--- src/logic/board_pkg.sv ---
package board_pkg;

    // --------------------
    // exposed memory bus
    // --------------------

    // snapshot of the MCU bus as seen by the debug shell
    typedef struct packed {
        logic [31:0] addr;
        logic [31:0] rdata;
        logic [31:0] wdata;
        logic        write;
    } mem_bus_t;

    // two halves of one bus word, hi first
    typedef struct packed {
        logic [15:0] hi;
        logic [15:0] lo;
    } mem_half_t;

    // same 32 bits, read whole or split in halves
    typedef union packed {
        logic [31:0] word;
        mem_half_t   half;
    } mem_word_u;

    // debug selector from key[2:1]
    typedef enum logic [1:0] {
        sel_addr_lo  = 2'd0,
        sel_rdata_lo = 2'd1,
        sel_wdata_lo = 2'd2,
        sel_addr_hi  = 2'd3
    } debug_sel_e;

    // --------------------
    // seven segment
    // --------------------

    // segment bits a..h with a as msb, plus one-hot digit enables
    typedef struct packed {
        logic [7:0] abcdefgh;
        logic [7:0] digit;
    } seg_pattern_t;

    // hex glyphs, dot segment h always off
    function automatic logic [7:0] hex_to_segments(input logic [3:0] nibble);
        case (nibble)
            4'h0: return 8'b1111_1100;
            4'h1: return 8'b0110_0000;
            4'h2: return 8'b1101_1010;
            4'h3: return 8'b1111_0010;
            4'h4: return 8'b0110_0110;
            4'h5: return 8'b1011_0110;
            4'h6: return 8'b1011_1110;
            4'h7: return 8'b1110_0000;
            4'h8: return 8'b1111_1110;
            4'h9: return 8'b1110_0110;
            4'ha: return 8'b1110_1110;
            4'hb: return 8'b0011_1110;
            4'hc: return 8'b1001_1100;
            4'hd: return 8'b0111_1010;
            4'he: return 8'b1001_1110;
            default: return 8'b1000_1110;
        endcase
    endfunction

endpackage
--- src/logic/board_shell.sv ---
`timescale 1ns/1ps

module board_shell
#(
    parameter int tick_period   = 300,
    parameter int step_div_bits = 23,
    parameter int scan_div      = 1024
)
(
    input  logic                clk,
    input  logic                reset_n,
    input  logic [7:0]          key,
    input  board_pkg::mem_bus_t mem_bus,
    input  logic [15:0]         port0,
    input  logic [15:0]         port1,
    input  logic [15:0]         port3,
    input  logic                port_write,
    output logic [7:0]          abcdefgh,
    output logic [7:0]          digit,
    output logic                nmi_req,
    output logic [7:0]          led
);

    logic                    slow_mode;
    logic                    step;
    logic [15:0]             held_number;
    board_pkg::seg_pattern_t scan_pattern;
    board_pkg::seg_pattern_t port_pattern;

    // --------------------
    // mode and step
    // --------------------

    // key[0] selects slow single-step mode
    clock_mode_ctrl #(
        .step_div_bits (step_div_bits)
    ) clock_mode_ctrl_i (
        .clk       (clk),
        .reset_n   (reset_n),
        .slow_key  (key[0]),
        .slow_mode (slow_mode),
        .step      (step)
    );

    // --------------------
    // nmi
    // --------------------

    // port3[0] is the software tick enable, key[7] the manual nmi
    tick_irq_gen #(
        .tick_period (tick_period)
    ) tick_irq_gen_i (
        .clk         (clk),
        .reset_n     (reset_n),
        .tick_enable (port3[0]),
        .nmi_key     (key[7]),
        .nmi_req     (nmi_req)
    );

    // --------------------
    // display paths
    // --------------------

    // key[2:1] picks which bus half to show
    debug_word_select debug_word_select_i (
        .clk         (clk),
        .reset_n     (reset_n),
        .step        (step),
        .sel         (board_pkg::debug_sel_e'(key[2:1])),
        .bus         (mem_bus),
        .held_number (held_number)
    );

    hex_scan_display #(
        .scan_div (scan_div)
    ) hex_scan_display_i (
        .clk     (clk),
        .reset_n (reset_n),
        .number  (held_number),
        .pattern (scan_pattern)
    );

    port_segment_latch port_segment_latch_i (
        .clk        (clk),
        .reset_n    (reset_n),
        .port_write (port_write),
        .port0      (port0),
        .port1      (port1),
        .pattern    (port_pattern)
    );

    display_out_mux display_out_mux_i (
        .clk          (clk),
        .reset_n      (reset_n),
        .slow_mode    (slow_mode),
        .scan_pattern (scan_pattern),
        .port_pattern (port_pattern),
        .abcdefgh     (abcdefgh),
        .digit        (digit)
    );

    // status leds, upper six unused
    assign led = {6'b00_0000, port3[0], slow_mode};

endmodule

--- src/logic/display_out_mux.sv ---
`timescale 1ns/1ps

module display_out_mux
(
    input  logic                    clk,
    input  logic                    reset_n,
    input  logic                    slow_mode,
    input  board_pkg::seg_pattern_t scan_pattern,
    input  board_pkg::seg_pattern_t port_pattern,
    output logic [7:0]              abcdefgh,
    output logic [7:0]              digit
);

    board_pkg::seg_pattern_t chosen;

    // debug scan in slow mode, MCU pattern otherwise
    assign chosen = slow_mode ? scan_pattern : port_pattern;

    // --------------------
    // pin register
    // --------------------

    // one flop stage so a mode change never glitches the pins
    always_ff @(posedge clk or negedge reset_n)
    begin
        if (!reset_n)
        begin
            abcdefgh <= 8'h00;
            digit    <= 8'h00;
        end
        else
        begin
            abcdefgh <= chosen.abcdefgh;
            digit    <= chosen.digit;
        end
    end

endmodule

--- src/logic/port_segment_latch.sv ---
`timescale 1ns/1ps

module port_segment_latch
(
    input  logic                    clk,
    input  logic                    reset_n,
    input  logic                    port_write,
    input  logic [15:0]             port0,
    input  logic [15:0]             port1,
    output board_pkg::seg_pattern_t pattern
);

    // board wiring: port0[7] is the dot, goes to segment h
    logic [7:0] seg_order;

    assign seg_order = {port0[6:0], port0[7]};

    // --------------------
    // software pattern
    // --------------------

    // only low bytes of the ports reach the display
    always_ff @(posedge clk or negedge reset_n)
    begin
        if (!reset_n)
        begin
            pattern <= '0;
        end
        else if (port_write)
        begin
            pattern.abcdefgh <= seg_order;
            // digit enables map one to one
            pattern.digit    <= port1[7:0];
        end
    end

endmodule

--- src/logic/hex_scan_display.sv ---
`timescale 1ns/1ps

module hex_scan_display
#(
    parameter int scan_div = 1024
)
(
    input  logic                    clk,
    input  logic                    reset_n,
    input  logic [15:0]             number,
    output board_pkg::seg_pattern_t pattern
);

    // prescaler counts 0 .. scan_div-1 per digit
    localparam int presc_bits = (scan_div > 1) ? $clog2(scan_div) : 1;
    localparam logic [presc_bits-1:0] presc_limit = presc_bits'(scan_div - 1);

    logic [presc_bits-1:0] presc_cnt;
    logic                  presc_wrap;
    // active digit, 0 is the rightmost
    logic [2:0]            digit_idx;
    logic [3:0]            nibble;
    logic [7:0]            segs;
    logic [7:0]            digit_hot;

    // --------------------
    // digit scan
    // --------------------

    assign presc_wrap = (presc_cnt == presc_limit);

    always_ff @(posedge clk or negedge reset_n)
    begin
        if (!reset_n)
        begin
            presc_cnt <= '0;
            digit_idx <= 3'd0;
        end
        else if (presc_wrap)
        begin
            presc_cnt <= '0;
            // wraps naturally at 8
            digit_idx <= digit_idx + 3'd1;
        end
        else
        begin
            presc_cnt <= presc_cnt + 1'b1;
        end
    end

    // --------------------
    // nibble decode
    // --------------------

    // low two index bits pick one of four nibbles
    assign nibble = 4'(number >> {digit_idx[1:0], 2'b00});

    // upper four digits stay dark
    assign segs = digit_idx[2] ? 8'h00 : board_pkg::hex_to_segments(nibble);

    assign digit_hot = 8'b0000_0001 << digit_idx;

    // registered so digit and segments change together
    always_ff @(posedge clk or negedge reset_n)
    begin
        if (!reset_n)
        begin
            pattern <= '0;
        end
        else
        begin
            pattern.abcdefgh <= segs;
            pattern.digit    <= digit_hot;
        end
    end

endmodule

--- src/logic/debug_word_select.sv ---
`timescale 1ns/1ps

module debug_word_select
(
    input  logic                  clk,
    input  logic                  reset_n,
    input  logic                  step,
    input  board_pkg::debug_sel_e sel,
    input  board_pkg::mem_bus_t   bus,
    output logic [15:0]           held_number
);

    // each bus word seen as two halves
    board_pkg::mem_word_u addr_w;
    board_pkg::mem_word_u rdata_w;
    board_pkg::mem_word_u wdata_w;
    logic [15:0]          pick;

    assign addr_w.word  = bus.addr;
    assign rdata_w.word = bus.rdata;
    assign wdata_w.word = bus.wdata;

    // --------------------
    // half select
    // --------------------

    always_comb
    begin
        case (sel)
            board_pkg::sel_addr_lo:  pick = addr_w.half.lo;
            board_pkg::sel_rdata_lo: pick = rdata_w.half.lo;
            board_pkg::sel_wdata_lo: pick = wdata_w.half.lo;
            board_pkg::sel_addr_hi:  pick = addr_w.half.hi;
            default:                 pick = addr_w.half.lo;
        endcase
    end

    // --------------------
    // capture on step
    // --------------------

    // frozen between steps, so slow mode shows one bus state
    always_ff @(posedge clk or negedge reset_n)
    begin
        if (!reset_n)
            held_number <= 16'h0000;
        else if (step)
            held_number <= pick;
    end

endmodule

--- src/logic/tick_irq_gen.sv ---
`timescale 1ns/1ps

module tick_irq_gen
#(
    parameter int tick_period = 300
)
(
    input  logic clk,
    input  logic reset_n,
    input  logic tick_enable,
    input  logic nmi_key,
    output logic nmi_req
);

    // counter wide enough for 0 .. tick_period-1
    localparam int cnt_bits = (tick_period > 1) ? $clog2(tick_period) : 1;
    localparam logic [cnt_bits-1:0] cnt_limit = cnt_bits'(tick_period - 1);

    logic [cnt_bits-1:0] tick_cnt;
    logic                tick_lim;
    // one-cycle tick, only while software enables it
    logic                tick_lat;

    // --------------------
    // period counter
    // --------------------

    assign tick_lim = (tick_cnt == cnt_limit);

    always_ff @(posedge clk or negedge reset_n)
    begin
        if (!reset_n)
        begin
            tick_cnt <= '0;
            tick_lat <= 1'b0;
        end
        else
        begin
            // counter never stops, enable only gates the latch
            tick_cnt <= tick_lim ? '0 : tick_cnt + 1'b1;
            if (tick_enable)
                tick_lat <= tick_lim;
            else
                tick_lat <= 1'b0;
        end
    end

    // key nmi goes straight through, no register
    assign nmi_req = tick_lat | nmi_key;

endmodule

--- src/logic/clock_mode_ctrl.sv ---
`timescale 1ns/1ps

module clock_mode_ctrl
#(
    parameter int step_div_bits = 23
)
(
    input  logic clk,
    input  logic reset_n,
    input  logic slow_key,
    output logic slow_mode,
    output logic step
);

    // two-flop synchronizer on the mode key
    logic [1:0]               key_sync;
    // free-running divider, wrap marks one slow step
    logic [step_div_bits-1:0] div_cnt;
    logic                     div_wrap;

    // --------------------
    // mode key sync
    // --------------------

    always_ff @(posedge clk or negedge reset_n)
    begin
        if (!reset_n)
            key_sync <= 2'b00;
        else
            key_sync <= {key_sync[0], slow_key};
    end

    // level follows key two cycles later
    assign slow_mode = key_sync[1];

    // --------------------
    // step strobe
    // --------------------

    assign div_wrap = (div_cnt == {step_div_bits{1'b1}});

    always_ff @(posedge clk or negedge reset_n)
    begin
        if (!reset_n)
        begin
            div_cnt <= '0;
            step    <= 1'b0;
        end
        else
        begin
            div_cnt <= div_cnt + 1'b1;
            // slow: one pulse per wrap, fast: every cycle
            step    <= slow_mode ? div_wrap : 1'b1;
        end
    end

endmodule

--- config.mk ---
export PLATFORM = sky130hd
export DESIGN_NAME = board_shell
export DESIGN_NICKNAME = d
export VERILOG_FILES = /design/src/logic/board_pkg.sv /design/src/logic/board_shell.sv /design/src/logic/display_out_mux.sv /design/src/logic/port_segment_latch.sv /design/src/logic/hex_scan_display.sv /design/src/logic/debug_word_select.sv /design/src/logic/tick_irq_gen.sv /design/src/logic/clock_mode_ctrl.sv
export SDC_FILE = /design/constraint.sdc
export NUM_CORES = 1
export LEC_CHECK = 0
export CAP_MARGIN = 20
export CORE_UTILIZATION = 24
export CTS_BUF_LIST = sky130_fd_sc_hd__clkbuf_8
export DETAILED_ROUTE_END_ITERATION = 10
export DONT_BUFFER_PORTS = 1
export PLACE_DENSITY = 0.47
export RECOVER_POWER = 100
export SLEW_MARGIN = 20
export SYNTH_ARGS = -nofsm -noshare
export SYNTH_HDL_FRONTEND = slang
export SYNTH_SLANG_ARGS = --single-unit
--- constraint.sdc ---
create_clock -name clk -period 2.02 [get_ports clk]
set_input_delay 0.404 -clock clk [delete_from_list [all_inputs] [get_ports clk]]
set_output_delay 0.404 -clock clk [all_outputs]
set_load 0.1 [all_outputs]
==> results of run 1 <==
## path summary, 6_finish.rpt
kind | slack, ns | start | end
min | -0.28 | reset_n | port_segment_latch_i.pattern[9]$_DFFE_PN0P_
min in group clk | 0.04 | key[0] | clock_mode_ctrl_i.key_sync[0]$_DFF_PN0_
max reg2reg | 0.12 | hex_scan_display_i.digit_idx[0]$_DFFE_PN0N_ | hex_scan_display_i.pattern[10]$_DFF_PN0_
min reg2reg | 0.39 | clock_mode_ctrl_i.key_sync[0]$_DFF_PN0_ | clock_mode_ctrl_i.key_sync[1]$_DFF_PN0_
max | 0.12 | hex_scan_display_i.digit_idx[0]$_DFFE_PN0N_ | hex_scan_display_i.pattern[10]$_DFF_PN0_
max in group asynchronous | 2.12 | reset_n | clock_mode_ctrl_i.div_cnt[15]$_DFF_PN0_
## report_power, final
group          internal, W  total, W  switching [W]
Combinational     0.000291  0.000847       0.000555
Sequential         0.00240   0.00248      0.0000747
Clock             0.000476   0.00121       0.000733
## through the flow
| stage | util [%] | setup slack, ns | power, W | cells | hold slack (ns) |
|---|---|---|---|---|---|
| 2_1_floorplan | - | 0.162 | 0.00324 | 379 | 0.108 |
| 6_report | 27.7 | 0.123 | 0.00453 | 674 | -0.284 |
| 3_5_place_dp | 27.0 | 0.00965 | 0.00339 | 655 | 0.117 |
| 5_1_grt | 27.7 | 0.0143 | 0.00478 | 674 | -0.331 |
| 3_3_place_gp | 27.0 | 0.0451 | 0.00337 | 655 | 0.116 |
| 4_1_cts | 27.9 | 0.0584 | 0.00464 | 671 | -0.321 |
## synthesized netlist by cell type
cell	count	share of area, %
dfrtp_1	112	55
mux2_2	47	10
mux4_2	20	8.8
xnor2_1	20	3.4
nor2_1	18	1.3
xor2_1	16	2.8
nand3_1	15	1.5
ha_1	14	3.4
nand2_1	13	0.96
clkbuf_1	10	0.74
inv_1	10	0.74
buf_4	8	1.2
nand4_1	8	0.98
nor2b_1	8	0.98
and3_1	7	0.86
a211oi_1	5	0.74
and4_1	5	0.86
nor3_1	5	0.49
and2_1	4	0.49
nor4_1	4	0.49
a21oi_1	3	0.29
o21ai_0	3	0.29
buf_2	2	0.20
buf_6	2	0.44
a21bo_2	1	0.20
a221oi_1	1	0.17
a221oi_2	1	0.29
buf_1	1	0.074
conb_1	1	0.074
mux2_4	1	0.29
mux2i_1	1	0.20
nand2b_1	1	0.12
nor3b_1	1	0.15
nor4_2	1	0.25
o21ai_1	1	0.098
o311a_1	1	0.20
o31ai_1	1	0.15
or2_2	1	0.12
or4_1	1	0.15
## flip-flops by register name (all words and copies together) (netlist names)
register / flops
hex_scan_display_i.pattern: 15
clock_mode_ctrl_i.step: 1
hex_scan_display_i.digit_idx: 3
debug_word_select_i.held_number: 16
tick_irq_gen_i.tick_lat: 1
tick_irq_gen_i.tick_cnt: 9
display_out_mux_i.digit: 8
port_segment_latch_i.pattern: 16
hex_scan_display_i.presc_cnt: 10
clock_mode_ctrl_i.key_sync: 2
display_out_mux_i.abcdefgh: 8
clock_mode_ctrl_i.div_cnt: 23
## repair_timing
item,4_1_cts,5_1_grt
endpoints found under the setup margin,4,3
gates cloned,0,0
pin swaps,0,1
setup buffers,0,3
hold endpoints to repair,112,112
gates resized for setup,1,2
## per-layer routing
layer	up-vias	routed length, um	part of all wire, %	global-route usage, %
met3	8	560	5.7	2.62
met5	-	0	0	0
met4	0	140	1.4	3.56
met1	1450	4460	45	12.3
li1	1359	-	-	-
met2	94	4720	48	15.6
## layout make-up
type | instances | area, um^2 | area share, %
Inverter | 10 | 37.5 | 0.662
Multi-Input combinational cell | 234 | 2130 | 37.6
Tap cell | 270 | 338 | 5.95
Clock inverter | 6 | 37.5 | 0.662
Clock buffer | 10 | 138 | 2.43
Timing Repair Buffer | 32 | 185 | 3.26
Sequential cell | 112 | 2800 | 49.4
## cells by family after synthesis
logic type | synth area share, %
simple gates | 9.71
compound gates | 2.43
fa+ha+maj | 3.44
xor+xnor | 6.19
other cells | 0.0737
mux | 19.7
flops | 55.1
buf+inv | 3.37
==> impl_metrics.ini, run 1 <==
[status]
status = complete, but fails checks
violations = hold timing

[timing]
clock_skew_ns = 0.00911
slew_viol_final = 0
tightest_slew_ns = 0.706
setup_violations = 0
grt_setup_unrepaired = false
fin_hold_ws_ns = -0.284
hold_violations = 112
slew_headroom_pct = 52.9
fin_setup_tns_ns = 0
fin_crit_sh_pct = 93.9
fmax_mhz = 527
period_needed_ns = 1.90

[setup_path]
path_cells = buf_4 > mux4_2 > buf_4 > nor3_1 > a211oi_2
rr_worst_depth = 5
crit_fanout = 12
path_depth = 5
critPathSlowestCell = mux4_2
arrival_ns = 2.14
endpoint_kind = register
worstPathRequired_ns = 2.27
cp.buffers_inverters = 2
crit_family = multiplexers
critPathMostFrequentCell = buf_4
path_class = register to register
slowest_delay_ns = 0.64
start_kind = register

[synthesis]
syn_avg_cell_area_um2 = 13.6
ys_warn_count = 0
yosysUniqueCellTypes = 39
synthCells = 374
yosysSeqAreaShare_pct = 55.1
ys_seq_elements = 112
synth_area_mm2 = 0.00509

[cells_and_area]
fillers = 2127
final_common_cell = dfrtp_1
syn_to_final_growth_pct = 11.5
final_layout_size_suffix_gt1_share_pct = 28.7
fin_area_mm2 = 0.00567
nNetsFinal = 569
layout_common_cells = dfrtp_1 (111), mux2_2 (47), xnor2_1 (20), mux4_2 (20), nor2_1 (18)
diodes = 0

[route]
viasPerCell = 4.32
wire_per_inst_um = 14.7
postRouteAntennaNets = 0
drt_pre_antenna_iters = 4
dr.first_iter.drc_count = 137
drt_wl_total_mm = 9.88
drcViolationCount = 0
vias = 2911

[min_path]
hold_class = primary input to asynchronous set/reset pin

[global_routing]
gr-usage-all-layers_pct = 9.65
grt_pass1_vias = 3183
grt_max_degree = 113
antenna_found_initial = 0
overflow = 0
grt_first_pass_wirelength_mm = 16.4

[power]
power_density_mw_per_mm2 = 798
p_leak_nw = 2.43
peakVddDrop_mv = 0.312

[clock_tree]
h-tree-depth = 3
cts.path.max_buffers = 2
cts_sinks = 112
cts-root-buf = clkbuf_8
cts_tree = done
clk_pin_slew_ns = 0.10
clock_latency_ns = 0.38
numCtsBuffers = 9

[floorplanning]
io_pins = 181
rows = 52
dieArea_mm2 = 0.0218
die_h_um = 148
dieWidth_um = 148
start_util_pct = 24.8
coreArea_mm2 = 0.0205

[run]
drv_cap = 0

[placement]
place.port_buffers = 0
dpl_cell_area_mm2 = 0.00553
gp_congestion = 0.711
dp_hpwl_mm = 7.08
No activity file was read; power rests on OpenSTA's default activity.
==> inputs of run 2 (changes only) <==
- HOLD_SLACK_MARGIN: not set -> 0.1
==> run 2 against run 1 <==
Maximum frequency is essentially flat. Design area is 0.18% higher. Clock power about the same. Register-to-register slack barely moved. Global-route usage unchanged. The run still ends with hold timing left. Total power barely moved. Routed wire length is essentially flat. Sequential cell count unchanged. Clock skew did not move. Via count up 0.10%.
==> impl_metrics.ini, run 2 (synthesized netlist as in run 1, its figures left out) <==
[clock_tree]
cts_tree = done
numCtsBuffers = 9
clk_pin_slew_ns = 0.10
cts-root-buf = clkbuf_8
h-tree-depth = 3
cts_sinks = 112
cts.path.max_buffers = 2
holdBufCountCts = 1
clock_latency_ns = 0.38

[floorplanning]
io_pins = 181
dieWidth_um = 148
dieArea_mm2 = 0.0218
die_h_um = 148
start_util_pct = 24.8
coreArea_mm2 = 0.0205
rows = 52

[timing]
setup_violations = 0
fin_setup_tns_ns = 0
hold_violations = 112
fin_hold_ws_ns = -0.285
slew_viol_final = 0
period_needed_ns = 1.90
slew_headroom_pct = 52.9
clock_skew_ns = 0.00911
grt_setup_unrepaired = false
fin_crit_sh_pct = 93.9
tightest_slew_ns = 0.706
fmax_mhz = 527

[setup_path]
arrival_ns = 2.14
worstPathRequired_ns = 2.27
path_class = register to register
start_kind = register
crit_fanout = 12
endpoint_kind = register

[min_path]
hold_class = primary input to asynchronous set/reset pin

[global_routing]
grt_max_degree = 113
antenna_found_initial = 0
grt_pass1_vias = 3189
grt_first_pass_wirelength_mm = 16.4
gr-usage-all-layers_pct = 9.65
overflow = 0

[route]
vias = 2914
dr.first_iter.drc_count = 136
drt_pre_antenna_iters = 4
viasPerCell = 4.32
drcViolationCount = 0
postRouteAntennaNets = 0
wire_per_inst_um = 14.6
drt_wl_total_mm = 9.87

[cells_and_area]
fin_area_mm2 = 0.00568
final_layout_size_suffix_gt1_share_pct = 28.6
nNetsFinal = 570
regMostFlops = clock_mode_ctrl_i.div_cnt
diodes = 0
final_common_cell = dfrtp_1
fillers = 2126
largest_registers = clock_mode_ctrl_i.div_cnt: 23 flops, debug_word_select_i.held_number: 16 flops, port_segment_latch_i.pattern: 16 flops
largest_register_ffs = 23
syn_to_final_growth_pct = 11.6
final_cells = 675
layout_common_cells = dfrtp_1 (111), mux2_2 (47), xnor2_1 (20), mux4_2 (20), nor2_1 (18)

[placement]
dp_cells = 655
dpl_cell_area_mm2 = 0.00553
gp_congestion = 0.711
place.port_buffers = 0
dp_hpwl_mm = 7.08

[run]
drv_cap = 0

[power]
p_leak_nw = 2.43
p_total_w = 0.00453
peakVddDrop_mv = 0.312
power_density_mw_per_mm2 = 797

[status]
violations = hold timing
status = complete, but fails checks
-- run 2: cell count changes in the layout (fill, tap and decap cells not counted) --
cell and delta:
dlygate4sd3_1 +1
-- run 2: worst paths after layout --
check	slack [ns]	depth (start not counted)	from	endpoint
worst max-delay path	0.12	5	hex_scan_display_i.digit_idx[0]$_DFFE_PN0N_	hex_scan_display_i.pattern[10]$_DFF_PN0_
worst min-delay path	-0.28	0	reset_n	hex_scan_display_i.pattern[9]$_DFF_PN0_
worst max register to register	0.12	5	hex_scan_display_i.digit_idx[0]$_DFFE_PN0N_	hex_scan_display_i.pattern[10]$_DFF_PN0_
worst min register to register	0.39	0	clock_mode_ctrl_i.key_sync[0]$_DFF_PN0_	clock_mode_ctrl_i.key_sync[1]$_DFF_PN0_
max in group asynchronous	2.12	0	reset_n	clock_mode_ctrl_i.div_cnt[15]$_DFF_PN0_
min in group clk	0.16	1	port0[5]	port_segment_latch_i.pattern[14]$_DFFE_PN0P_
-- run 2: repair_timing --
action	CTS	global route
pin swaps	0	1
endpoints found under the hold margin	113	112
setup endpoints to repair	4	3
resized for setup	1	2
setup buffers	0	3
-- run 2: layout make-up --
class                      count  area [um^2]  share of cell area (%)
clock buffer                  10          138                    2.42
clock inverter                 6         37.5                   0.660
inverter                      10         37.5                   0.660
multi-input combinational    234         2130                    37.6
sequential                   112         2800                    49.3
tap                          270          338                    5.94
timing repair buffer          33          195                    3.43
-- run 2: per-stage QoR --
stage                     util [%]  worst slack, ns  hold WS, ns
after floorplan                  -            0.162        0.108
after global placement        27.0           0.0451        0.116
after detailed placement      27.0          0.00965        0.117
after CTS                     27.9           0.0584       -0.321
after global routing          27.7           0.0143       -0.331
final                         27.7            0.123       -0.285
-- run 2: per-layer routing --
layer	vias up	track usage [%]	part of all wire [%]
met5	-	0	0
met1	1451	12.3	45
met4	0	3.56	1.4
li1	1361	-	-
met2	94	15.6	48
met3	8	2.62	5.6
-- run 2: critical path: stages (launching register included) --
cell and delay (ns):
dfrtp_2 0.46, buf_4 0.14, mux4_2 0.64, buf_4 0.21, nor3_1 0.22, a211oi_2 0.08
-- run 2: report_power, final --
part	leakage, nW	internal (W)	total (W)	switching [W]
sequential	1.38	0.00240	0.00248	0.0000747
clock	0.0948	0.000476	0.00121	0.000733
combinational	0.960	0.000293	0.000848	0.000555
total	2.43	0.00317	0.00453	0.00136
